===== config.mk =====
export PLATFORM = sky130hd
export DESIGN_NAME = tx_scheduler
export DESIGN_NICKNAME = d
export VERILOG_FILES = /design/src/common/img_pkt_pkg.sv /design/src/pkt/tx_scheduler.sv
export VERILOG_INCLUDE_DIRS = /design/src /design/src/common
export SDC_FILE = /design/constraint.sdc
export NUM_CORES = 1
export LEC_CHECK = 0
export BUFFER_PORTS_ARGS = -buffer_cell sky130_fd_sc_hd__buf_2
export CORE_AREA = 2 2 39 41
export CTS_BUF_LIST = sky130_fd_sc_hd__clkbuf_4 sky130_fd_sc_hd__clkbuf_8
export CTS_CLUSTER_SIZE = 14
export DETAILED_ROUTE_END_ITERATION = 12
export DIE_AREA = 0 0 41 43
export GPL_ROUTABILITY_DRIVEN = 0
export SLEW_MARGIN = 20
export SYNTH_ARGS = -nofsm -noshare
export SYNTH_HDL_FRONTEND = slang
export SYNTH_SLANG_ARGS = --single-unit

===== constraint.sdc =====
create_clock -name eth_tx_clk -period 2.4 [get_ports eth_tx_clk]
set_input_delay 0.24 -clock eth_tx_clk [delete_from_list [all_inputs] [get_ports eth_tx_clk]]
set_output_delay 0.24 -clock eth_tx_clk [all_outputs]
set_load 0.05 [all_outputs]

===== src/common/img_pkt_config.svh =====
`ifndef IMG_PKT_CONFIG_SVH
`define IMG_PKT_CONFIG_SVH

// ***************************************************************************
// image geometry and frame markers
// ***************************************************************************

`define IMG_H_PIXEL          16'd1280       // upper half of resolution word
`define IMG_V_PIXEL          16'd800        // lower half of resolution word
`define IMG_FRAME_HEAD       32'hf05a_a50f  // first word of every frame

// ***************************************************************************
// packet sizing
// ***************************************************************************

`define IMG_LINE_BYTES       16'd1280       // one line per packet, 320 words
`define IMG_HDR_SINGLE_BYTES 16'd8          // head + resolution
`define IMG_HDR_ALL_BYTES    16'd12         // head + resolution + channel

// buffering and channel count
`define IMG_FIFO_DEPTH       2048
`define IMG_NUM_CHANNELS     9

`endif

===== src/common/img_pkt_pkg.sv =====
package img_pkt_pkg;

    // which transfer the host asked for
    typedef enum logic {
        MODE_SINGLE = 1'b0,
        MODE_ALL    = 1'b1
    } xfer_mode_e;

    // frame control FSM
    typedef enum logic [1:0] {
        ST_IDLE   = 2'd0,
        ST_ARMED  = 2'd1,    // waiting for the next vsync rise
        ST_SINGLE = 2'd2,    // one camera frame in flight
        ST_ALL    = 2'd3     // nine ddr frames in flight
    } ctrl_state_e;

    // camera side, synchronous to eth_tx_clk
    typedef struct packed {
        logic        vsync;
        logic        data_en;
        logic [31:0] data;
    } cam_bus_t;

    // ddr reader side
    typedef struct packed {
        logic        frame_start;  // one-cycle pulse ahead of each frame
        logic        data_en;
        logic [31:0] data;
    } ddr_bus_t;

    typedef struct packed {
        logic        en;
        logic [31:0] data;
    } fifo_wr_t;

    // towards the udp sender
    typedef struct packed {
        logic        start_en;
        logic [15:0] byte_num;
    } udp_ctrl_t;

endpackage


===== src/pkt/tx_scheduler.sv =====
`include "img_pkt_config.svh"

module tx_scheduler (
    input  logic                                eth_tx_clk,
    input  logic                                rst_n,
    input  img_pkt_pkg::xfer_mode_e             mode,
    input  logic                                frame_active,
    input  logic                                frame_start,
    input  logic                                udp_tx_done,
    input  logic                                gmii_tx_busy,
    input  logic [$clog2(`IMG_FIFO_DEPTH):0]    fifo_used,
    output img_pkt_pkg::udp_ctrl_t              udp
);
    import img_pkt_pkg::*;

    logic [15:0] hdr_bytes;
    logic [15:0] need_words;
    logic [15:0] have_words;
    logic        enough;

    // first packet of a frame also carries the header words
    assign hdr_bytes  = (mode == MODE_ALL) ? `IMG_HDR_ALL_BYTES : `IMG_HDR_SINGLE_BYTES;
    assign need_words = {2'b00, udp.byte_num[15:2]};
    assign have_words = 16'(fifo_used);
    assign enough     = (have_words >= need_words);

    // ***********************************************************************
    // packet byte count
    // ***********************************************************************

    always_ff @(posedge eth_tx_clk or negedge rst_n) begin
        if (!rst_n) begin
            udp.byte_num <= 16'd0;
        end else if (frame_start) begin
            udp.byte_num <= `IMG_LINE_BYTES + hdr_bytes;
        end else if (udp_tx_done) begin
            udp.byte_num <= `IMG_LINE_BYTES;     // plain line from here on
        end
    end

    // start level, dropped while the mac is busy or the fifo is short
    always_ff @(posedge eth_tx_clk or negedge rst_n) begin
        if (!rst_n) begin
            udp.start_en <= 1'b0;
        end else begin
            udp.start_en <= frame_active && !gmii_tx_busy && enough;
        end
    end

endmodule


==> results.cfg <==
[logic_synthesis]
synth-simple-area-share_pct = 14.7
netlist_area_um2 = 358
synth_fa_ha_area_share_pct = 14.0
synth_xor_area_share_pct = 0
synth_compound_area_share_pct = 11.9
ys_seq_area_share_pct = 28.0
ys.warnings.count = 0
synth_top_family_by_area = buffers and inverters
ys_types = 18
yosys_register_bits = 4
synthCells = 38
synth.avg_cell_area_um2 = 9.42
muxShareOfSynthArea_pct = 0

[run_status]
status = finished, final reports clean

[route]
drc = 0
wire_per_inst_um = 7.77
vias_per_cell = 3.86
routed_wl_um = 614
first_iter_violations = 0
ant_nets = 0
dr.pass1.iters = 1
routed-via-count = 305

[worst_setup_path]
cp_max_fo = 2
startpoint_type = flip-flop
path_class = flip-flop to flip-flop
crit_path_end_kind = flip-flop
r2r-start = udp[3]
worstRegToRegCells = 5
cp_data_arrival_time_ps = 1610
worstPathRequired_ps = 2510
rrSetupSlack_ps = 900
reg2reg_to = udp[16]

[flow_run]
cap_viol_max_count = 0

[hold_path]
min_from = udp_tx_done
hold_path.class = input port to flip-flop
holdPathStages = 2
whs_endpoint = udp[3]

[clock_tree]
cts_tree = done
cts_resized = 0
cts_buffers = 3
root_buffer = clkbuf_4
clkSinkCount = 4
post_cts_buffers = 0
insertion_delay_ps = 230
cts.htree.levels = 1
clk_path_buf_depth = 2
cts.clk_slew.worst_paths_ps = 40
postCtsHoldBufs = 1

[global_route]
grt_max_degree = 5
track_usage_pct = 9.87
grt_pass1_wl_um = 1120
use_met3_pct = 1.57
met2_usage_pct = 14.7
grt-busiest-layer = met2
grt_pass1_vias = 289
antenna_found_initial = 0
use_met1_pct = 10.7
grt_overflow = 0

[finish]
fin_nets = 88
largest-register = udp
largest_reg_flops = 4
final_cell_mix = 23 x buf_2, 12 x conb_1, 4 x ha_1, 4 x dfrtp_1
area_growth_pct = 31.1
n_antenna_cell = 0
drive_above_1_share_pct = 44.4
top_regs = udp (4)
postLayoutCellArea_um2 = 469
final_common_cell = buf_2

[placement]
place_area_um2 = 437
dp_hpwl_um = 567
portBuffers = 23

[floorplan]
start_util_pct = 25.9
rows = 14
die_area_um2 = 1760
fp.dieH_um = 43
fp.dieW_um = 41
coreArea_um2 = 1380
num_io_pins = 36

[pwr]
leakage_uw = 0.000269
powerDensity_nw_per_um2 = 521
irDropWorstVdd_mv = 0.107
total_power_uw = 245

[sta]
setup-violations-final = 0
period_minus_slack_ps = 1500
finalHoldViolations = 0
fmax_mhz = 665
fin_crit_sh_pct = 62.6
maxSlewViolCount = 0
rsz0062_at_grt = false
skew_ps = 1.70
finalSetupTns_ps = 0
==> per-stage QoR <==
stage	setup WS (ps)	hold slack, ps	std cells	util, %
global route	813	198	79	33.9
floorplan	587	-55.6	49	-
CTS	875	195	79	33.9
finish	896	199	79	33.9
detailed placement	885	48.0	75	31.6
global placement	942	50.5	75	31.6
==> synthesized netlist by cell type <==
cell / count / area [um^2]
nor4_1: 1 / 6.26
o21ai_0: 1 / 5.00
o2bb2ai_1: 1 / 8.76
a211oi_2: 1 / 12.5
nor2b_1: 1 / 6.26
inv_1: 3 / 11.3
dfrtp_1: 4 / 100
or3_1: 1 / 6.26
nor2_1: 1 / 3.75
a22o_1: 1 / 8.76
buf_4: 13 / 97.6
or4_4: 1 / 11.3
o21bai_1: 1 / 7.51
nand2_1: 1 / 3.75
nand2b_1: 1 / 6.26
ha_1: 4 / 50.1
conb_1: 1 / 3.75
nand4b_1: 1 / 8.76
==> critical path, cell delays in order (launching register included) <==
cell and delay, ps:
dfrtp_1 330, inv_1 60, ha_1 170, or4_4 530
a211oi_2 200, o2bb2ai_1 100
==> logic make-up after synthesis <==
| kind of cell | Yosys count |
|---|---|
| other | 1 |
| buffers and inverters | 16 |
| AND/OR/NAND/NOR | 8 |
| adder cells (fa/ha/maj) | 4 |
| AO/OA/AOI/OAI | 5 |
| flip-flops | 4 |
==> where the power goes <==
part,switching [uW],internal (uW)
sequential,1.69,71.3
combinational,66.7,21.7
clock,27.3,55.9
total,95.7,149
==> cell type report <==
class                           count  area, um^2
Sequential cell                     4         100
Clock buffer                        3        22.5
Multi-Input combinational cell     29         190
Fill cell                         162         915
Inverter                            3        11.3
Tap cell                           16        20.0
Timing Repair Buffer               24         125
==> layer usage <==
layer	wire, um	up-vias
met4	21	0
li1	-	156
met2	305	19
met1	221	128
met5	0	-
met3	65	2
==> worst max path at each step <==
stage	from	to	slack [ps]
3_3_place_gp	udp[3]	udp[16]	940
4_1_cts	udp[3]	udp[16]	870
3_5_place_dp	udp[3]	udp[16]	880
6_report	udp[3]	udp[16]	900
5_1_grt	udp[3]	udp[16]	810
2_1_floorplan	udp[3]	udp[16]	590
(Power assumes the default switching activity.)
