File: src/common/img_pkt_config.svh
`ifndef IMG_PKT_CONFIG_SVH
`define IMG_PKT_CONFIG_SVH

// ***************************************************************************
// image geometry and frame markers
// ***************************************************************************

`define IMG_H_PIXEL          16'd1280       // upper half of resolution word
`define IMG_V_PIXEL          16'd800        // lower half of resolution word
`define IMG_FRAME_HEAD       32'hf05a_a50f  // first word of every frame

// ***************************************************************************
// packet sizing
// ***************************************************************************

`define IMG_LINE_BYTES       16'd1280       // one line per packet, 320 words
`define IMG_HDR_SINGLE_BYTES 16'd8          // head + resolution
`define IMG_HDR_ALL_BYTES    16'd12         // head + resolution + channel

// buffering and channel count
`define IMG_FIFO_DEPTH       2048
`define IMG_NUM_CHANNELS     9

`endif
File: src/common/img_pkt_pkg.sv
package img_pkt_pkg;

    // which transfer the host asked for
    typedef enum logic {
        MODE_SINGLE = 1'b0,
        MODE_ALL    = 1'b1
    } xfer_mode_e;

    // frame control FSM
    typedef enum logic [1:0] {
        ST_IDLE   = 2'd0,
        ST_ARMED  = 2'd1,    // waiting for the next vsync rise
        ST_SINGLE = 2'd2,    // one camera frame in flight
        ST_ALL    = 2'd3     // nine ddr frames in flight
    } ctrl_state_e;

    // camera side, synchronous to eth_tx_clk
    typedef struct packed {
        logic        vsync;
        logic        data_en;
        logic [31:0] data;
    } cam_bus_t;

    // ddr reader side
    typedef struct packed {
        logic        frame_start;  // one-cycle pulse ahead of each frame
        logic        data_en;
        logic [31:0] data;
    } ddr_bus_t;

    typedef struct packed {
        logic        en;
        logic [31:0] data;
    } fifo_wr_t;

    // towards the udp sender
    typedef struct packed {
        logic        start_en;
        logic [15:0] byte_num;
    } udp_ctrl_t;

endpackage

File: src/hdl/frame_ctrl.sv
`include "img_pkt_config.svh"

module frame_ctrl (
    input  logic                    eth_tx_clk,
    input  logic                    rst_n,
    input  logic                    single_req,
    input  logic                    all_req,
    input  logic                    vsync_rise,
    input  logic                    ddr_frame_start,
    input  logic                    ddr_frame_done,
    input  logic                    fifo_empty,
    input  logic                    udp_tx_done,
    output img_pkt_pkg::xfer_mode_e mode,
    output logic                    frame_active,
    output logic                    fifo_clr,
    output logic [3:0]              channel,
    output logic                    frame_sent,
    output logic                    single_done,
    output logic                    all_done
);
    import img_pkt_pkg::*;

    localparam logic [3:0] LAST_CH = 4'(`IMG_NUM_CHANNELS - 1);

    ctrl_state_e state;
    logic        pending;         // ddr finished, network not yet
    logic        frame_complete;
    logic        last_channel;

    // last packet of an all-mode frame has left the fifo
    assign frame_complete = (state == ST_ALL) && pending && fifo_empty && udp_tx_done;
    assign last_channel   = (channel == LAST_CH);

    // ***********************************************************************
    // FSM and mode
    // ***********************************************************************

    always_ff @(posedge eth_tx_clk or negedge rst_n) begin
        if (!rst_n) begin
            state <= ST_IDLE;
            mode  <= MODE_SINGLE;
        end else begin
            case (state)
                ST_IDLE: begin
                    if (single_req) begin     // single wins if both arrive
                        state <= ST_ARMED;
                        mode  <= MODE_SINGLE;
                    end else if (all_req) begin
                        state <= ST_ALL;
                        mode  <= MODE_ALL;
                    end
                end
                ST_ARMED: begin
                    if (vsync_rise) state <= ST_SINGLE;
                end
                ST_SINGLE: begin
                    if (vsync_rise) state <= ST_IDLE;  // frame closed
                end
                ST_ALL: begin
                    if (frame_complete && last_channel) state <= ST_IDLE;
                end
                default: state <= ST_IDLE;
            endcase
        end
    end

    // frame activity and buffer clear
    always_ff @(posedge eth_tx_clk or negedge rst_n) begin
        if (!rst_n) begin
            frame_active <= 1'b0;
            fifo_clr     <= 1'b0;
        end else begin
            fifo_clr <= 1'b0;
            case (state)
                ST_ARMED: begin
                    if (vsync_rise) begin
                        fifo_clr     <= 1'b1;
                        frame_active <= 1'b1;
                    end
                end
                ST_SINGLE: begin
                    if (vsync_rise) frame_active <= 1'b0;
                end
                ST_ALL: begin
                    if (ddr_frame_start) begin
                        fifo_clr     <= 1'b1;
                        frame_active <= 1'b1;
                    end else if (frame_complete) begin
                        frame_active <= 1'b0;
                    end
                end
                default: frame_active <= 1'b0;
            endcase
        end
    end

    always_ff @(posedge eth_tx_clk or negedge rst_n) begin
        if (!rst_n) begin
            pending <= 1'b0;
        end else if (state != ST_ALL || frame_complete) begin
            pending <= 1'b0;
        end else if (ddr_frame_done) begin
            pending <= 1'b1;
        end
    end

    // ***********************************************************************
    // channel counter
    // ***********************************************************************

    always_ff @(posedge eth_tx_clk or negedge rst_n) begin
        if (!rst_n) begin
            channel <= 4'd0;
        end else if (state == ST_IDLE && all_req && !single_req) begin
            channel <= 4'd0;                 // new all-frame run
        end else if (frame_complete && !last_channel) begin
            channel <= channel + 4'd1;
        end
    end

    // completion pulses, one cycle each
    always_ff @(posedge eth_tx_clk or negedge rst_n) begin
        if (!rst_n) begin
            frame_sent  <= 1'b0;
            single_done <= 1'b0;
            all_done    <= 1'b0;
        end else begin
            frame_sent  <= frame_complete;
            single_done <= (state == ST_SINGLE) && vsync_rise;
            all_done    <= frame_complete && last_channel;
        end
    end

endmodule

File: config.mk
export PLATFORM = sky130hd
export DESIGN_NAME = frame_ctrl
export DESIGN_NICKNAME = d
export VERILOG_FILES = /design/src/common/img_pkt_pkg.sv /design/src/hdl/frame_ctrl.sv
export VERILOG_INCLUDE_DIRS = /design/src /design/src/common
export SDC_FILE = /design/constraint.sdc
export NUM_CORES = 1
export LEC_CHECK = 0
export ABC_AREA = 1
export CORE_AREA = 2 2 51 53
export CTS_CLUSTER_DIAMETER = 80
export CTS_CLUSTER_SIZE = 16
export DETAILED_ROUTE_END_ITERATION = 16
export DIE_AREA = 0 0 53 55
export DONT_BUFFER_PORTS = 1
export PLACE_DENSITY = 0.42
export RECOVER_POWER = 100
export SYNTH_ARGS = -nofsm -noshare
export SYNTH_HDL_FRONTEND = slang
export SYNTH_SLANG_ARGS = --single-unit
File: constraint.sdc
create_clock -name eth_tx_clk -period 3.15 [get_ports eth_tx_clk]
set_input_delay 0.4725 -clock eth_tx_clk [delete_from_list [all_inputs] [get_ports eth_tx_clk]]
set_output_delay 0.4725 -clock eth_tx_clk [all_outputs]
set_load 0.02 [all_outputs]
==> results of run 1 <==
==> flip-flops by register name (all words and copies together) (netlist names) <==
signal        cells
pending           1
single_done       1
frame_active      1
all_done          1
channel           4
frame_sent        1
fifo_clr          1
state             2
mode              1
==> how the worst max path moves through the flow <==
| stage | from | to | slack [ps] | cells after the start |
|---|---|---|---|---|
| floorplan | channel[0] | state[0] | 1820 | 7 |
| global placement | channel[0] | state[0] | 1710 | 7 |
| detailed placement | channel[0] | state[0] | 1690 | 7 |
| CTS | channel[0] | state[0] | 1670 | 7 |
| global route | channel[0] | state[1] | 1310 | 7 |
| finish | channel[0] | state[0] | 1490 | 7 |
==> worst reg2reg max path, delay by kind of cell (launching register included) <==
family          cells  cell delay, ps
buf+inv             1             140
simple gates        4             410
compound gates      1             350
flops               1             500
fa+ha+maj           1             160
==> cell usage in the layout, fill, tap and decap left out <==
master and n:
a21oi_1 1, clkbuf_1 1, clkbuf_4 3, dfrtp_1 13, dlygate4sd3_1 1, ha_1 2
inv_1 13, nand2_1 22, nand2_4 1, nand3_1 9, nand3_4 1, nand4_1 3
nor2_1 9, nor3_1 2, o21ai_0 4, xor2_1 1
==> power groups by stage <==
stage               Sequential [uW]  Combinational, uW  Clock (uW)
finish                          282                148         104
floorplan                       277                130           0
CTS                             285                162         113
global route                    291                179         122
detailed placement              288                156           0
global placement                288                152           0
==> metal layers <==
metal,track usage [%],share of wire (%),up-vias
met3,2.69,4.8,2
met5,0,0,-
met2,15.6,47,9
met4,7.69,1.1,0
li1,-,-,267
met1,14.7,47,250
==> cell families (layout without fill, tap and decap cells) <==
| family | after synthesis | after routing | share of synthesized area (%) |
|---|---|---|---|
| xor+xnor | 1 | 1 | 1.30 |
| fa+ha+maj | 2 | 2 | 3.72 |
| flops | 13 | 13 | 48.3 |
| compound gates | 5 | 5 | 4.27 |
| simple gates | 47 | 47 | 35.1 |
| buf+inv | 13 | 18 | 7.25 |
==> cells in the mapped netlist <==
master   instances  area [sq um]
nand2_2          2          12.5
nor2_1           8          30.0
inv_1           13          48.8
nand3_4          1          17.5
nor2_4           1          11.3
nand2_4          1          11.3
o21ai_0          1          5.00
ha_1             2          25.0
xor2_1           1          8.76
nand4_1          3          18.8
nand3_2          1          10.0
o21ai_2          1          8.76
nand3_1          8          40.0
o21ai_1          2          10.0
nand2_1         20          75.1
dfrtp_1         13           325
a21oi_1          1          5.00
nor3_1           2          10.0
==> area by class of cell <==
class | instances | area [sq um]
fill | 267 | 1640
inverter | 13 | 48.8
tap | 30 | 37.5
timing repair buffer | 1 | 10.0
sequential | 13 | 325
clock buffer | 4 | 26.3
multi-input combinational | 55 | 278
==> per-stage QoR <==
stage	instance area [sq um]	hold slack, ps
floorplan	673	177
global placement	711	177
detailed placement	711	177
CTS	747	309
global route	726	324
finish	726	325
==> impl_metrics.json, run 1 <==
{
  "max-slew-margin-rel_pct": 59.9,
  "finalClockSkew_ps": 3.84,
  "number_of_antenna_violations_at_the_first_check_in_global_routing": 0,
  "vias_in_the_first_global_route": 517,
  "p_clk_share_pct": 19.5,
  "cts_buffers": 3,
  "layout_worst_path_cycle_share_pct": 52.9,
  "path_class": "reg -> reg",
  "post_synth_design_cell_area_sq_um": 673,
  "start_util_pct": 28.5,
  "clock_tree.htree_level_count": 1,
  "regToRegEndpoint": "state[0]",
  "fin_total_pwr_uw": 534,
  "growth_of_design_area_from_synthesis_to_finish_pct": 7.81,
  "timing.hold.worst_endpoint": "fifo_clr",
  "fp.dieH_um": 55,
  "drt_first_pass_iters": 4,
  "tritoncts": "yes",
  "worstPathRequired_ps": 3320,
  "tns_ps": 0,
  "drt-total-wl_mm": 1.33,
  "hold_path.class": "in -> reg",
  "dr.first_iter.drc_count": 11,
  "clk-insertion-delay-late_ps": 270,
  "cell_type_with_the_highest_occurrence_count_on_the_critical_path": "nand2_1",
  "dp_worst_setup_slack_ps": 1690,
  "crit-reg2reg-launch": "channel[0]",
  "timing.final.crit_period_ps": 1660,
  "setup.worst_path.start_class": "flop",
  "remaining_drc_errors": 0,
  "detail-route-antenna-nets": 0,
  "yosys_warnings": 0,
  "globalRoute.totalOverflow": 0,
  "core.rowCount": 18,
  "cp-end-kind": "flop",
  "critical_path.top_delay_family": "flip-flops",
  "min-delay-start": "ddr_frame_start",
  "grt_start_max_net_pins": 14,
  "routed_via_density": 4.55,
  "design.die.area_sq_um": 2920,
  "ys_seq_elements": 13,
  "max_clock_freq_ghz": 0.601,
  "r2r_setup_slack_ps": 1490,
  "post_cts_resize_count": 0,
  "cp_max_fo": 6,
  "number_of_cells_in_the_design_after_placement": 111,
  "seq_power_share_pct": 52.8,
  "die_width_um": 53,
  "synth_nets": 92,
  "route.vias.total": 528,
  "grt_pass1_wl_mm": 2.29,
  "power.density_cell_area_nw_per_um2": 736,
  "internal_power_uw": 308,
  "tightest_slew_ps": 600,
  "gpl.final_weighted_congestion": 0.752,
  "power.share.combinational_pct": 27.6,
  "timing.hold.worst_path_depth": 2,
  "clkSinkCount": 13,
  "peak_per_stage_delay_on_the_critical_path_ps": 500,
  "post_cts.repair.setup_buffers": 0,
  "netlist_instances": 81,
  "io-pin-count": 19,
  "grt_setup_unrepaired": "no",
  "setup_viol": 0,
  "synth_area_per_cell_sq_um": 8.31,
  "drt_wl_cell_um": 11.4,
  "clock_tree.root_cell": "clkbuf_4",
  "worstPathCellList": "inv_1, ha_1, nand3_1, o21ai_0, nand2_1, nand2_1, nand2_1",
  "finish.utilization_pct": 30.7,
  "io_buffers": 0,
  "switching_share_pct": 42.3,
  "max-clock-path-buffers": 2,
  "cap_viol_max_count": 0,
  "crit_path_top_delay_cell": "dfrtp_1",
  "core-area_sq_um": 2360,
  "clkTransAtPathRegs_ps": 80,
  "finish.net_count": 98,
  "layout-drive-gt1-share_pct": 5.81,
  "fin_cells": 116,
  "setup_ws_ps": 1490,
  "hold_violations": 0,
  "antenna_diode_instance_count": 0,
  "cts.hold.buffers_added": 1,
  "rr_worst_depth": 7,
  "run_status": "completed",
  "critical_path_buf_inv_count": 1,
  "sequential_fraction_of_the_synthesis_area_pct": 48.3,
  "vdd_ir_drop_max_uv": 224,
  "place.detailed.hpwl_mm": 1.01,
  "p_switching_uw": 226,
  "post_synth_num_cell_types": 18,
  "worst-endpoint-arrival_ps": 1840,
  "globalRouteTotalUtil_pct": 11.0,
  "slew_violations": 0,
  "p_leak_uw": 0.000394
}
Power figures use the tool's default switching activity.
==> run 2, diff against run 1 <==
--- a/config.mk
+++ b/config.mk
@@ -13,7 +13,7 @@
 export DETAILED_ROUTE_END_ITERATION = 16
 export DIE_AREA = 0 0 53 55
 export DONT_BUFFER_PORTS = 1
-export PLACE_DENSITY = 0.42
+export PLACE_DENSITY = 0.44
 export RECOVER_POWER = 100
 export SYNTH_ARGS = -nofsm -noshare
 export SYNTH_HDL_FRONTEND = slang
==> constraint.sdc (replaced) <==
create_clock -name eth_tx_clk -period 1.5 [get_ports eth_tx_clk]
set_input_delay 0.225 -clock eth_tx_clk [delete_from_list [all_inputs] [get_ports eth_tx_clk]]
set_output_delay 0.225 -clock eth_tx_clk [all_outputs]
set_load 0.02 [all_outputs]
==> run 2 against run 1 <==
Effect of this change:
- global-route usage fell by 0.37 points
- sequential share of layout area down 1.6 points
- sequential cell count is the same
- critical path depth stayed put
- utilization rose by 1.2 points
- clock skew fell by 2.0 ps
==> impl_metrics.json, run 2 (synthesized netlist as in run 1, its figures left out) <==
{
  "registers.top_by_ff_count": "channel",
  "cap_viol_max_count": 0,
  "max-slew-margin-rel_pct": 61.1,
  "grt_start_max_net_pins": 14,
  "grt_pass1_wl_mm": 2.19,
  "drt_wl_cell_um": 10.6,
  "grt_setup_unrepaired": "no",
  "drt-total-wl_mm": 1.27,
  "post_cts_resize_count": 0,
  "clkSinkCount": 13,
  "largest_register_ffs": 4,
  "slew_violations": 0,
  "layout_commonest_cell": "nand2_1",
  "setup.worst_path.start_class": "flop",
  "design.die.area_sq_um": 2920,
  "setup_viol": 0,
  "fp.dieH_um": 55,
  "critical_path_buf_inv_count": 1,
  "io_buffers": 0,
  "cts_buffers": 3,
  "clock_tree.htree_level_count": 1,
  "run_status": "completed",
  "worstPathRequired_ps": 1670,
  "layout-drive-gt1-share_pct": 10.0,
  "r2r_setup_slack_ps": 190,
  "layout.cell_area.non_filler_sq_um": 753,
  "path_class": "reg -> reg",
  "tritoncts": "yes",
  "core-area_sq_um": 2360,
  "start_util_pct": 28.5,
  "cell_type_with_the_highest_occurrence_count_on_the_critical_path": "nand2_1",
  "io-pin-count": 19,
  "mostFrequentLayoutCells": "nand2_1, inv_1, dfrtp_1",
  "number_of_antenna_violations_at_the_first_check_in_global_routing": 0,
  "max-clock-path-buffers": 2,
  "clk-insertion-delay-late_ps": 270,
  "globalRoute.totalOverflow": 0,
  "hold_violations": 0,
  "cp-end-kind": "flop",
  "vdd_ir_drop_max_uv": 706,
  "area_post_placement_sq_um": 741,
  "cp_max_fo": 6,
  "worstPathCellList": "inv_1, ha_1, nand3_2, o21ai_2, nand2_1, nand2_1, nand2_1",
  "vias_in_the_first_global_route": 541,
  "worst-endpoint-arrival_ps": 1480,
  "growth_of_design_area_from_synthesis_to_finish_pct": 11.9,
  "p_leak_uw": 0.000402,
  "power.density_cell_area_nw_per_um2": 1510,
  "clkTransAtPathRegs_ps": 80,
  "core.rowCount": 18,
  "remaining_drc_errors": 0,
  "antenna_diode_instance_count": 0,
  "timing.final.crit_period_ps": 1310,
  "drt_first_pass_iters": 4,
  "tightest_slew_ps": 582,
  "globalRouteTotalUtil_pct": 10.7,
  "finish.net_count": 102,
  "route.vias.total": 537,
  "hold_path.class": "in -> reg",
  "place.detailed.hpwl_mm": 1.02,
  "clock_tree.root_cell": "clkbuf_4",
  "die_width_um": 53,
  "finalClockSkew_ps": 1.85,
  "reg_top3": "channel: 4 flops, state: 2 flops",
  "routed_via_density": 4.48,
  "detail-route-antenna-nets": 0,
  "layout_worst_path_cycle_share_pct": 87.6,
  "dr.first_iter.drc_count": 7,
  "critical_path.top_delay_family": "flip-flops",
  "gpl.final_weighted_congestion": 0.763,
  "max_clock_freq_ghz": 0.761,
  "tns_ps": 0,
  "peak_per_stage_delay_on_the_critical_path_ps": 380,
  "crit_path_top_delay_cell": "dfrtp_1"
}
## run 2: final cells by class
cell class                 instances  area, sq um
clock inverter                     1         5.00
timing repair buffer               5         25.0
tap                               30         37.5
fill                             269         1610
inverter                          13         48.8
multi-input combinational         55          289
clock buffer                       3         22.5
sequential                        13          325
## run 2: what timing repair did
action / CTS / global route
hold endpoints to repair: 13 / 0
hold buffers: 1 / 0
setup buffers: 0 / 0
## run 2: power breakdown
| group | switching [uW] | leakage [uW] | internal (uW) | total, uW |
|---|---|---|---|---|
| combinational | 250 | 0.000211 | 116 | 365 |
| clock | 115 | 0.0000177 | 98.6 | 214 |
| sequential | 121 | 0.000174 | 440 | 561 |
## run 2: path summary, 6_finish.rpt
| kind | start | endpoint | cells after the start |
|---|---|---|---|
| hold / removal | ddr_frame_start | fifo_clr | 2 |
| min in group asynchronous | rst_n | state[1] | 1 |
| setup reg to reg | channel[0] | state[0] | 7 |
| max in group asynchronous | rst_n | channel[3] | 1 |
| hold reg to reg | pending | pending | 2 |
| setup / recovery | channel[0] | state[0] | 7 |
## run 2: layer usage
layer / global-route usage, % / vias to the layer above / routed length (um)
met3: 3.49 / 2 / 112
met2: 16.0 / 16 / 550
li1: - / 275 / -
met1: 12.9 / 244 / 587
met4: 7.69 / 0 / 19
met5: 0 / - / 0
## run 2: stage by stage
step / util, % / worst slack, ps / total power, uW / instances / hold slack [ps]
after floorplan: - / 169 / 856 / 81 / -70.6
after global placement: 31.3 / 253 / 948 / 115 / -70.3
after detailed placement: 31.3 / 191 / 952 / 115 / -70.3
after CTS: 32.9 / 177 / 1180 / 120 / 79.7
after global routing: 31.9 / 63.2 / 1230 / 120 / 95.7
final: 31.9 / 186 / 1140 / 120 / 90.1
## run 2: worst register-to-register path, cell delays in order (launching register included)
cell,delay [ps]
dfrtp_1,380
inv_1,100
ha_1,180
nand3_2,170
o21ai_2,210
nand2_1,70
nand2_1,60
nand2_1,50
