**config.mk**
```make
export PLATFORM = sky130hd
export DESIGN_NAME = header_inserter
export DESIGN_NICKNAME = d
export VERILOG_FILES = /design/src/common/img_pkt_pkg.sv /design/src/pkt/header_inserter.sv
export VERILOG_INCLUDE_DIRS = /design/src /design/src/common
export SDC_FILE = /design/constraint.sdc
export NUM_CORES = 1
export LEC_CHECK = 0
export ABC_AREA = 1
export BUFFER_PORTS_ARGS = -buffer_cell sky130_fd_sc_hd__buf_4
export CAP_MARGIN = 10
export CORE_ASPECT_RATIO = 1.5
export CORE_MARGIN = 10
export CORE_UTILIZATION = 35
export DETAILED_ROUTE_END_ITERATION = 6
export PLACE_DENSITY_LB_ADDON = 0.12
export SYNTH_ARGS = -nofsm -noshare
export SYNTH_HDL_FRONTEND = slang
export SYNTH_SLANG_ARGS = --single-unit
```
**constraint.sdc**
```tcl
create_clock -name eth_tx_clk -period 3.58 [get_ports eth_tx_clk]
set_input_delay 0.358 -clock eth_tx_clk [delete_from_list [all_inputs] [get_ports eth_tx_clk]]
set_output_delay 0.358 -clock eth_tx_clk [all_outputs]
set_load 0.03 [all_outputs]
```
**src/common/img_pkt_config.svh**
```systemverilog
`ifndef IMG_PKT_CONFIG_SVH
`define IMG_PKT_CONFIG_SVH

// ***************************************************************************
// image geometry and frame markers
// ***************************************************************************

`define IMG_H_PIXEL          16'd1280       // upper half of resolution word
`define IMG_V_PIXEL          16'd800        // lower half of resolution word
`define IMG_FRAME_HEAD       32'hf05a_a50f  // first word of every frame

// ***************************************************************************
// packet sizing
// ***************************************************************************

`define IMG_LINE_BYTES       16'd1280       // one line per packet, 320 words
`define IMG_HDR_SINGLE_BYTES 16'd8          // head + resolution
`define IMG_HDR_ALL_BYTES    16'd12         // head + resolution + channel

// buffering and channel count
`define IMG_FIFO_DEPTH       2048
`define IMG_NUM_CHANNELS     9

`endif
```
**src/common/img_pkt_pkg.sv**
```systemverilog
package img_pkt_pkg;

    // which transfer the host asked for
    typedef enum logic {
        MODE_SINGLE = 1'b0,
        MODE_ALL    = 1'b1
    } xfer_mode_e;

    // frame control FSM
    typedef enum logic [1:0] {
        ST_IDLE   = 2'd0,
        ST_ARMED  = 2'd1,    // waiting for the next vsync rise
        ST_SINGLE = 2'd2,    // one camera frame in flight
        ST_ALL    = 2'd3     // nine ddr frames in flight
    } ctrl_state_e;

    // camera side, synchronous to eth_tx_clk
    typedef struct packed {
        logic        vsync;
        logic        data_en;
        logic [31:0] data;
    } cam_bus_t;

    // ddr reader side
    typedef struct packed {
        logic        frame_start;  // one-cycle pulse ahead of each frame
        logic        data_en;
        logic [31:0] data;
    } ddr_bus_t;

    typedef struct packed {
        logic        en;
        logic [31:0] data;
    } fifo_wr_t;

    // towards the udp sender
    typedef struct packed {
        logic        start_en;
        logic [15:0] byte_num;
    } udp_ctrl_t;

endpackage

```
**src/pkt/header_inserter.sv**
```systemverilog
`include "img_pkt_config.svh"

module header_inserter (
    input  logic                    eth_tx_clk,
    input  logic                    rst_n,
    input  img_pkt_pkg::xfer_mode_e mode,
    input  logic                    frame_active,
    input  img_pkt_pkg::cam_bus_t   cam,
    input  img_pkt_pkg::ddr_bus_t   ddr,
    input  logic [3:0]              channel,
    output logic                    vsync_rise,
    output logic                    vsync_fall,
    output img_pkt_pkg::fifo_wr_t   wr
);
    import img_pkt_pkg::*;

    logic        vsync_d0;
    logic        vsync_d1;
    logic        start_single;
    logic        start_all;
    logic [1:0]  hdr_dly;       // [0] resolution next, [1] channel next
    logic        src_en;
    logic [31:0] src_data;

    assign vsync_rise = vsync_d0 & ~vsync_d1;
    assign vsync_fall = ~vsync_d0 & vsync_d1;

    // frame begins after vsync in single mode, on frame_start from ddr
    assign start_single = (mode == MODE_SINGLE) && frame_active && vsync_fall;
    assign start_all    = (mode == MODE_ALL) && ddr.frame_start;

    assign src_en   = frame_active && ((mode == MODE_SINGLE) ? cam.data_en : ddr.data_en);
    assign src_data = (mode == MODE_SINGLE) ? cam.data : ddr.data;

    always_ff @(posedge eth_tx_clk or negedge rst_n) begin
        if (!rst_n) begin
            vsync_d0 <= 1'b0;
            vsync_d1 <= 1'b0;
            hdr_dly  <= 2'b00;
        end else begin
            vsync_d0   <= cam.vsync;
            vsync_d1   <= vsync_d0;
            hdr_dly[0] <= start_single | start_all;
            hdr_dly[1] <= hdr_dly[0] && (mode == MODE_ALL);  // only all mode has it
        end
    end

    // ***********************************************************************
    // fifo write port
    // ***********************************************************************

    always_ff @(posedge eth_tx_clk or negedge rst_n) begin
        if (!rst_n) begin
            wr <= '0;
        end else if (start_single || start_all) begin
            wr.en   <= 1'b1;
            wr.data <= `IMG_FRAME_HEAD;
        end else if (hdr_dly[0]) begin
            wr.en   <= 1'b1;
            wr.data <= {`IMG_H_PIXEL, `IMG_V_PIXEL};
        end else if (hdr_dly[1]) begin
            wr.en   <= 1'b1;
            wr.data <= {28'd0, channel};
        end else if (src_en) begin
            wr.en   <= 1'b1;
            wr.data <= src_data;
        end else begin
            wr.en   <= 1'b0;
        end
    end

endmodule

```
==> flow_metrics.env, run 1 <==
export IMPL_outcome="finished clean"
export IMPL_num_vias=2278
export IMPL_crit_family="buffers and inverters"
export IMPL_rows=35
export IMPL_synth_area_leaders="dfrtp_1, nand2_1, nand3_1"
export IMPL_synth_cell_type_count=19
export IMPL_finalClockSkew_ns=0.00435
export IMPL_tritoncts_num_buffers=5
export IMPL_final_nets=477
export IMPL_min_period_ns=2.16
export IMPL_ir_drop_mv=0.199
export IMPL_cts_tree="built"
export IMPL_synth_adder_area_share=0
export IMPL_powerDensity_nw_per_um2=422
export IMPL_core_um2=6090
export IMPL_cts_root_buf="clkbuf_8"
export IMPL_cts_setup_buffers=0
export IMPL_worst_path_max_fanout=37
export IMPL_slew_violations=0
export IMPL_fillers=627
export IMPL_grt_start_max_net_pins=44
export IMPL_synth_top_area_share=0.427
export IMPL_drc=0
export IMPL_cap_violations=0
export IMPL_gp_congestion=0.766
export IMPL_synthXorXnorAreaFrac=0
export IMPL_wire_per_inst_um=14.7
export IMPL_synth_compound_area_frac=0.0508
export IMPL_portBuffers=110
export IMPL_yosys_warnings=0
export IMPL_fin_worst_hold_slack_ns=0.0294
export IMPL_synth_seq_cells=37
export IMPL_routed_via_density=4.79
export IMPL_antenna_found_initial=0
export IMPL_critical_path_buf_inv_count=3
export IMPL_worst_pin_slew_ns=0.910
export IMPL_post_synth_mux_area_share=0
export IMPL_hold_class="input port to async pin"
export IMPL_stdcell_count=476
export IMPL_synth_top_family_by_area="simple AND/OR/NAND/NOR gates"
export IMPL_yosys_area_share_simple=0.427
export IMPL_cp_end_kind="flop"
export IMPL_dieHeight_um=116
export IMPL_first_pass_iters=5
export IMPL_crit_required_ns=3.80
export IMPL_pin_count=111
export IMPL_die_area_um2=9800
export IMPL_cts_sinks=37
export IMPL_drtAntennaViolNets=0
export IMPL_setup_violations=0
export IMPL_syn_inst=302
export IMPL_cp_common_cell="nand2_1"
export IMPL_drive_above_1_share=0.323
export IMPL_first_global_vias=2248
export IMPL_clk_pin_slew_ns=0.07
export IMPL_slowest_delay_ns=0.58
export IMPL_syn_area_per_cell_um2=7.17
export IMPL_grt_use_total=0.135
export IMPL_dp_hpwl_um=5210
export IMPL_slowest_stage="nand3_2"
export IMPL_crit_type="input port to flop"
export IMPL_cts_resized=0
export IMPL_grt_overflow=0
export IMPL_relSlewSlack=0.392
export IMPL_dp_cells=468
export IMPL_worstPathArrival_ns=2.38
export IMPL_yosysTopAreaCell="dfrtp_1"
export IMPL_drt_total_wl_um=6990
export IMPL_finalSetupTns_ns=0
export IMPL_drtIter0Drc=81
export IMPL_rsz0062_at_grt="false"
export IMPL_area_growth_pct=41.7
export IMPL_grt_pass1_wl_um=11000
export IMPL_max_clock_freq_ghz=0.463
export IMPL_power_total_mw=1.29
export IMPL_syn_cell_area_um2=2170
export IMPL_hold_buffers=0
export IMPL_finalCritPeriodShare=0.604
export IMPL_crit_chain="buf_4, inv_4, nand2_1, nand3_2, inv_2, nand3_1, nand2_1"
export IMPL_diodes=0
export IMPL_htreeDepth=2
export IMPL_syn_nets=378
export IMPL_fp_dieW_um=84.2
export IMPL_hold_viol=0
export IMPL_clk_latency_ns=0.28
export IMPL_cp_start_kind="input port"
export IMPL_power_leakage_nw=1.76
export IMPL_seq_area_frac_synth=0.427
export IMPL_cts_buffer_depth=2
export IMPL_start_util=0.356
-- layout make-up --
cell class / count / area (um2) / area share
Clock buffer: 7 / 86.3 / 0.0281
Clock inverter: 1 / 30.0 / 0.00978
Inverter: 19 / 73.8 / 0.0241
Multi-Input combinational cell: 228 / 1030 / 0.337
Sequential cell: 37 / 926 / 0.302
Tap cell: 74 / 92.6 / 0.0302
Timing Repair Buffer: 110 / 826 / 0.269
-- sequential cells by signal, indices dropped and copies added, names as in the netlist --
| register | cells |
|---|---|
| wr | 33 |
| vsync_d1 | 1 |
| hdr_dly | 2 |
| vsync_d0 | 1 |
-- cell usage in the layout (no fill, tap or decap) --
cell       count
buf_4        110
bufinv_16      1
clkbuf_1       1
clkbuf_8       6
dfrtp_1       37
inv_1         15
inv_2          3
inv_4          1
nand2_1      119
nand2_4        3
nand3_1       59
nand3_2        1
nand3_4        1
nand4_1        4
nor2_1        15
nor2_2         1
nor2_4         3
o21ai_0       18
o21ai_1        4
-- where the power goes --
group          total, mW  internal, mW  switching, mW
Sequential         0.500         0.468         0.0322
Combinational      0.421         0.165          0.256
Clock              0.373         0.227          0.146
Total               1.29         0.860          0.434
-- cell usage after synthesis, drive strengths merged --
cell,n
nand4,4
nand2,122
inv,19
nor2,19
nand3,61
clkbuf,1
o21ai,22
buf,17
dfrtp,37
-- layer usage --
layer / global-route usage / vias up / share of wire
li1: - / 1163 / -
met1: 0.154 / 1025 / 0.40
met2: 0.230 / 81 / 0.51
met3: 0.0475 / 9 / 0.084
met4: 0.0414 / 0 / 0.014
met5: 0 / - / 0
-- worst paths after layout --
| path | cells after the start | endpoint | slack (ns) | from |
|---|---|---|---|---|
| hold reg to reg | 0 | vsync_d1$_DFF_PN0_ | 0.41 | vsync_d0$_DFF_PN0_ |
| setup / recovery | 7 | wr[21]$_DFFE_PN0P_ | 1.42 | mode |
| setup reg to reg | 5 | wr[31]$_DFFE_PN0P_ | 1.77 | hdr_dly[1]$_DFF_PN0_ |
| hold / removal | 1 | wr[16]$_DFFE_PN0P_ | 0.03 | rst_n |
| min in group eth_tx_clk | 1 | vsync_d0$_DFF_PN0_ | 0.17 | cam[33] |
| max in group asynchronous | 1 | wr[24]$_DFFE_PN0P_ | 3.21 | rst_n |
-- stage by stage --
step	area [um2]	setup slack [ns]	utilization
after floorplan	2170	2.04	-
after global placement	2950	1.15	0.485
after detailed placement	2950	1.10	0.485
after CTS	3070	1.39	0.504
after global routing	3070	1.16	0.504
final	3070	1.42	0.504
-- cell families (layout without fill, tap and decap cells) --
| family | Yosys count | count (layout) |
|---|---|---|
| AO/OA/AOI/OAI | 22 | 22 |
| buffers and inverters | 37 | 137 |
| flip-flops | 37 | 37 |
| AND/OR/NAND/NOR | 206 | 206 |
Note: power is estimated with default switching activity, not from simulation.
==> inputs of run 2 (changes only) <==
==> constraint.sdc (replaced) <==
create_clock -name eth_tx_clk -period 1.8 [get_ports eth_tx_clk]
set_input_delay 0.18 -clock eth_tx_clk [delete_from_list [all_inputs] [get_ports eth_tx_clk]]
set_output_delay 0.18 -clock eth_tx_clk [all_outputs]
set_load 0.03 [all_outputs]
==> flow_metrics.env, run 2 (same netlist as run 1, synthesis figures left out) <==
export IMPL_outcome="finished clean"
export IMPL_layout_commonest_cell="nand2_1"
export IMPL_finalClockSkew_ns=0.00728
export IMPL_htreeDepth=2
export IMPL_cts_sinks=37
export IMPL_largest_reg_flops=33
export IMPL_fp_dieW_um=84.2
export IMPL_power_internal_mw=1.54
export IMPL_hold_depth=3
export IMPL_reg2reg_from="hdr_dly[1]$_DFF_PN0_"
export IMPL_cts_buffer_depth=2
export IMPL_grt_overflow=0
export IMPL_finalSetupTns_ns=0
export IMPL_first_pass_iters=4
export IMPL_tritoncts_num_buffers=5
export IMPL_first_global_vias=2321
export IMPL_worstSetupStartpoint="hdr_dly[1]$_DFF_PN0_"
export IMPL_die_area_um2=9800
export IMPL_min_period_ns=1.62
export IMPL_power_switching_uw=906
export IMPL_clk_latency_ns=0.29
export IMPL_drt_total_wl_um=7320
export IMPL_critical_path_buf_inv_count=1
export IMPL_place_ws_ns=0.0803
export IMPL_grt_pass1_wl_um=11700
export IMPL_endpoint="wr[21]$_DFFE_PN0P_"
export IMPL_sw_frac_of_total=0.370
export IMPL_finalWorstSetupSlack_ns=0.181
export IMPL_slowest_delay_ns=0.61
export IMPL_slowest_stage="nor2_2"
export IMPL_cts_root_buf="clkbuf_8"
export IMPL_drtAntennaViolNets=0
export IMPL_cp_start_kind="flop"
export IMPL_powerDensity_nw_per_um2=783
export IMPL_seq_power_share=0.406
export IMPL_drc=0
export IMPL_drtIter0Drc=79
export IMPL_power_leakage_nw=1.80
export IMPL_power_total_mw=2.45
export IMPL_worstPathArrival_ns=1.85
export IMPL_max_clock_freq_ghz=0.618
export IMPL_worst_path_max_fanout=21
export IMPL_clkPwrFrac=0.239
export IMPL_grt_start_max_net_pins=44
export IMPL_fin_worst_hold_slack_ns=0.209
export IMPL_final_cell_mix="nand2_1, buf_4, nand3_1"
export IMPL_area_growth_pct=44.3
export IMPL_final_area_um2=3130
export IMPL_diodes=0
export IMPL_dp_cells=476
export IMPL_num_vias=2300
export IMPL_final_nets=488
export IMPL_rr_worst_depth=5
export IMPL_crit_type="flop to flop"
export IMPL_largest_register="wr"
export IMPL_setup_violations=0
export IMPL_relSlewSlack=0.502
export IMPL_power_frac_comb=0.355
export IMPL_hold_viol=0
export IMPL_routed_via_density=4.72
export IMPL_drive_above_1_share=0.339
export IMPL_crit_family="simple AND/OR/NAND/NOR gates"
export IMPL_clk_pin_slew_ns=0.08
export IMPL_crit_required_ns=2.03
export IMPL_start_util=0.356
export IMPL_crit_chain="inv_2, nand2_1, nor2_2, nand3_1, nand2_1"
export IMPL_r2r_end="wr[21]$_DFFE_PN0P_"
export IMPL_cp_common_cell="nand2_1"
export IMPL_fillers=669
export IMPL_hold_class="input port to flop"
export IMPL_dieHeight_um=116
export IMPL_final_util=0.513
export IMPL_antenna_found_initial=0
export IMPL_ir_drop_mv=0.425
export IMPL_grt_use_total=0.143
export IMPL_finalCritPeriodShare=0.899
export IMPL_stdcell_count=487
export IMPL_slew_violations=0
export IMPL_wire_per_inst_um=15.0
export IMPL_cap_violations=0
export IMPL_worst_pin_slew_ns=0.746
export IMPL_portBuffers=110
export IMPL_dp_hpwl_um=5480
export IMPL_cts_tree="built"
export IMPL_pin_count=111
export IMPL_reg_largest_list="wr (33), hdr_dly (2)"
export IMPL_rsz0062_at_grt="false"
export IMPL_crit_cells=5
export IMPL_cp_end_kind="flop"
export IMPL_rrSetupSlack_ns=0.18
export IMPL_core_um2=6090
export IMPL_rows=35
export IMPL_gp_congestion=0.704
export IMPL_placed_cell_area_um2=3010
==> run 2: worst min path at each step <==
stage	from	endpoint	slack (ns)
floorplan	rst_n	hdr_dly[0]$_DFF_PN0_	-0.12
global placement	rst_n	wr[18]$_DFFE_PN0P_	0.18
detailed placement	rst_n	wr[14]$_DFFE_PN0P_	0.18
CTS	ddr[33]	hdr_dly[0]$_DFF_PN0_	0.17
global route	ddr[33]	hdr_dly[0]$_DFF_PN0_	0.21
finish	ddr[33]	hdr_dly[0]$_DFF_PN0_	0.21
==> run 2: power groups by stage <==
| stage | Combinational, mW | Sequential, mW | Clock [mW] |
|---|---|---|---|
| final | 0.870 | 0.994 | 0.585 |
| after detailed placement | 0.877 | 1.01 | 0 |
| after CTS | 0.881 | 0.994 | 0.602 |
| after floorplan | 0.313 | 1.19 | 0 |
| after global placement | 0.867 | 1.01 | 0 |
| after global routing | 0.954 | 1.01 | 0.639 |
==> run 2: layer usage <==
metal / GRT usage / up-vias / part of all wire / wire, um
li1: - / 1186 / - / -
met3: 0.0426 / 5 / 0.071 / 521
met4: 0.0437 / 0 / 0.0086 / 63
met5: 0 / - / 0 / 0
met2: 0.241 / 79 / 0.50 / 3660
met1: 0.172 / 1030 / 0.42 / 3070
==> run 2: timing repair <==
item,4_1_cts,5_1_grt
resized for setup,0,0
setup endpoints to repair,0,30
endpoints found under the hold margin,38,0
setup buffers,0,0
hold buffers,2,0
==> run 2: worst register-to-register path, cell delays in order, from the launching register on <==
cell and delay, ns:
dfrtp_1 0.40, inv_2 0.13, nand2_1 0.16, nor2_2 0.61, nand3_1 0.15, nand2_1 0.11
==> run 2: layout make-up <==
class / instances / area (um2) / area share
multi-input cells: 229 / 1040 / 0.333
flip-flops and latches: 37 / 926 / 0.296
repair buffers: 120 / 906 / 0.290
well taps: 74 / 92.6 / 0.0296
inverters: 19 / 73.8 / 0.0236
clock buffers: 5 / 68.8 / 0.0220
clock inverters: 3 / 17.5 / 0.00560
==> inputs of run 3 (changes only) <==
--- a/config.mk
+++ b/config.mk
@@ -13,7 +13,9 @@
 export CORE_MARGIN = 10
 export CORE_UTILIZATION = 35
 export DETAILED_ROUTE_END_ITERATION = 6
+export HOLD_SLACK_MARGIN = 0.08
 export PLACE_DENSITY_LB_ADDON = 0.12
+export SLEW_MARGIN = 40
 export SYNTH_ARGS = -nofsm -noshare
 export SYNTH_HDL_FRONTEND = slang
 export SYNTH_SLANG_ARGS = --single-unit
==> constraint.sdc (replaced) <==
create_clock -name eth_tx_clk -period 1.6 [get_ports eth_tx_clk]
set_input_delay 0.16 -clock eth_tx_clk [delete_from_list [all_inputs] [get_ports eth_tx_clk]]
set_output_delay 0.16 -clock eth_tx_clk [all_outputs]
set_load 0.03 [all_outputs]
==> flow_metrics.env, run 3 (same netlist as run 1, synthesis figures left out) <==
export IMPL_cp_end_kind="flop"
export IMPL_tritoncts_num_buffers=5
export IMPL_min_period_ns=1.43
export IMPL_worst_path_max_fanout=22
export IMPL_drive_above_1_share=0.351
export IMPL_rows=35
export IMPL_ir_drop_mv=0.491
export IMPL_grt_start_max_net_pins=38
export IMPL_multiInputGateArea_um2=1050
export IMPL_cts_buffer_depth=2
export IMPL_dieHeight_um=116
export IMPL_stdcell_count=496
export IMPL_wire_per_inst_um=14.9
export IMPL_num_vias=2341
export IMPL_finalCritPeriodShare=0.893
export IMPL_routed_via_density=4.72
export IMPL_grt_pass1_wl_um=12000
export IMPL_final_nets=497
export IMPL_power_leakage_nw=1.86
export IMPL_drtAntennaViolNets=0
export IMPL_drt_total_wl_um=7400
export IMPL_cts_tree="built"
export IMPL_crit_chain="inv_1, nor2_1, nand2_4, nand2_4, nor2_4, nand3_1, nand2_1"
export IMPL_hold_class="input port to flop"
export IMPL_dp_hpwl_um=5540
export IMPL_cts_root_buf="clkbuf_8"
export IMPL_place_ws_ns=-0.123
export IMPL_cts_sinks=37
export IMPL_slowest_delay_ns=0.44
export IMPL_start_util=0.356
export IMPL_reg2reg_from="vsync_d1$_DFF_PN0_"
export IMPL_crit_family="simple AND/OR/NAND/NOR gates"
export IMPL_setup_violations=0
export IMPL_holdPathEnd="wr[14]$_DFFE_PN0P_"
export IMPL_cap_violations=0
export IMPL_critical_path_buf_inv_count=1
export IMPL_die_area_um2=9800
export IMPL_drc=0
export IMPL_powerDensity_nw_per_um2=911
export IMPL_dp_cells=481
export IMPL_drtIter0Drc=99
export IMPL_power_internal_mw=1.97
export IMPL_hold_viol=0
export IMPL_antenna_found_initial=0
export IMPL_worstPathArrival_ns=1.66
export IMPL_regArea_um2=926
export IMPL_reg_largest_list="wr (33), hdr_dly (2)"
export IMPL_crit_cells=7
export IMPL_slowest_stage="nor2_4"
export IMPL_layout_commonest_cell="buf_4"
export IMPL_r2r_end="wr[10]$_DFFE_PN0P_"
export IMPL_finalClockSkew_ns=0.00415
export IMPL_core_um2=6090
export IMPL_portBuffers=110
export IMPL_pin_count=111
export IMPL_clk_pin_slew_ns=0.07
export IMPL_cp_start_kind="flop"
export IMPL_outcome="finished clean"
export IMPL_rsz0062_at_grt="false"
export IMPL_grt_use_total=0.148
export IMPL_area_growth_pct=50.2
export IMPL_slew_violations=0
export IMPL_min_delay_start="cam[14]"
export IMPL_crit_required_ns=1.83
export IMPL_power_frac_comb=0.344
export IMPL_relSlewSlack=0.635
export IMPL_diodes=0
export IMPL_crit_type="flop to flop"
export IMPL_power_switching_uw=992
export IMPL_fillers=647
export IMPL_htreeDepth=2
export IMPL_largest_register="wr"
export IMPL_rr_worst_depth=7
export IMPL_first_pass_iters=5
export IMPL_clkPwrFrac=0.280
export IMPL_hold_depth=5
export IMPL_worst_pin_slew_ns=0.546
export IMPL_sw_frac_of_total=0.335
export IMPL_seq_power_share=0.376
export IMPL_cp_common_cell="nand2_4"
export IMPL_rrSetupSlack_ns=0.17
export IMPL_final_cell_mix="buf_4, nand2_1, nand3_1"
export IMPL_largest_reg_flops=33
export IMPL_grt_overflow=0
export IMPL_fp_dieW_um=84.2
export IMPL_max_clock_freq_ghz=0.700
export IMPL_finalWorstSetupSlack_ns=0.171
export IMPL_clk_latency_ns=0.29
export IMPL_gp_congestion=0.735
export IMPL_first_global_vias=2428
[run 3: layout make-up]
class                   instances  share of cell area
repair buffers                129               0.307
inverters                      19              0.0227
clock buffers                   7              0.0265
clock inverters                 1             0.00923
multi-input cells             229               0.322
flip-flops and latches         37               0.285
well taps                      74              0.0285
[run 3: power groups by stage]
stage | clock [mW] | sequential (mW) | combinational, mW
6_report | 0.829 | 1.11 | 1.02
5_1_grt | 0.894 | 1.13 | 1.12
4_1_cts | 0.852 | 1.11 | 1.02
3_5_place_dp | 0 | 1.13 | 1.00
3_3_place_gp | 0 | 1.13 | 0.990
2_1_floorplan | 0 | 1.34 | 0.352
[run 3: worst max-delay path by stage]
stage	from	end	slack (ns)
after floorplan	vsync_d0$_DFF_PN0_	wr[0]$_DFFE_PN0P_	0.06
after global placement	vsync_d1$_DFF_PN0_	wr[20]$_DFFE_PN0P_	-0.04
after detailed placement	vsync_d1$_DFF_PN0_	wr[10]$_DFFE_PN0P_	-0.12
after CTS	vsync_d1$_DFF_PN0_	wr[10]$_DFFE_PN0P_	0.10
after global routing	vsync_d1$_DFF_PN0_	wr[10]$_DFFE_PN0P_	0.02
final	vsync_d1$_DFF_PN0_	wr[10]$_DFFE_PN0P_	0.17
[run 3: worst reg2reg max path: stages (launching register included)]
cell     delay, ns
dfrtp_1       0.39
inv_1         0.06
nor2_1        0.06
nand2_4       0.08
nand2_4       0.08
nor2_4        0.44
nand3_1       0.16
nand2_1       0.11
[run 3: metal layers]
layer,global-route usage,vias up,routed length [um]
met3,0.0454,5,529
met4,0.0370,0,72
li1,-,1206,-
met5,0,-,0
met1,0.176,1047,3080
met2,0.255,83,3710
[run 3: metrics by stage]
step | setup TNS, ns | instance area [um2] | total power, mW | hold slack [ns] | util
after floorplan | 0 | 2170 | 1.69 | -0.136 | -
after global placement | -0.249 | 3050 | 2.12 | 0.159 | 0.501
after detailed placement | -1.64 | 3050 | 2.13 | 0.159 | 0.501
after CTS | 0 | 3200 | 2.98 | 0.195 | 0.525
after global routing | 0 | 3250 | 3.15 | 0.200 | 0.534
final | 0 | 3250 | 2.96 | 0.198 | 0.534
[run 3: timing repair]
action / in CTS / in global routing
hold buffers: 2 / 0
setup buffers: 0 / 4
pin swaps: 1 / 3
resized for setup: 1 / 0
endpoints found under the hold margin: 38 / 0
gates cloned: 1 / 0
setup endpoints to repair: 31 / 7
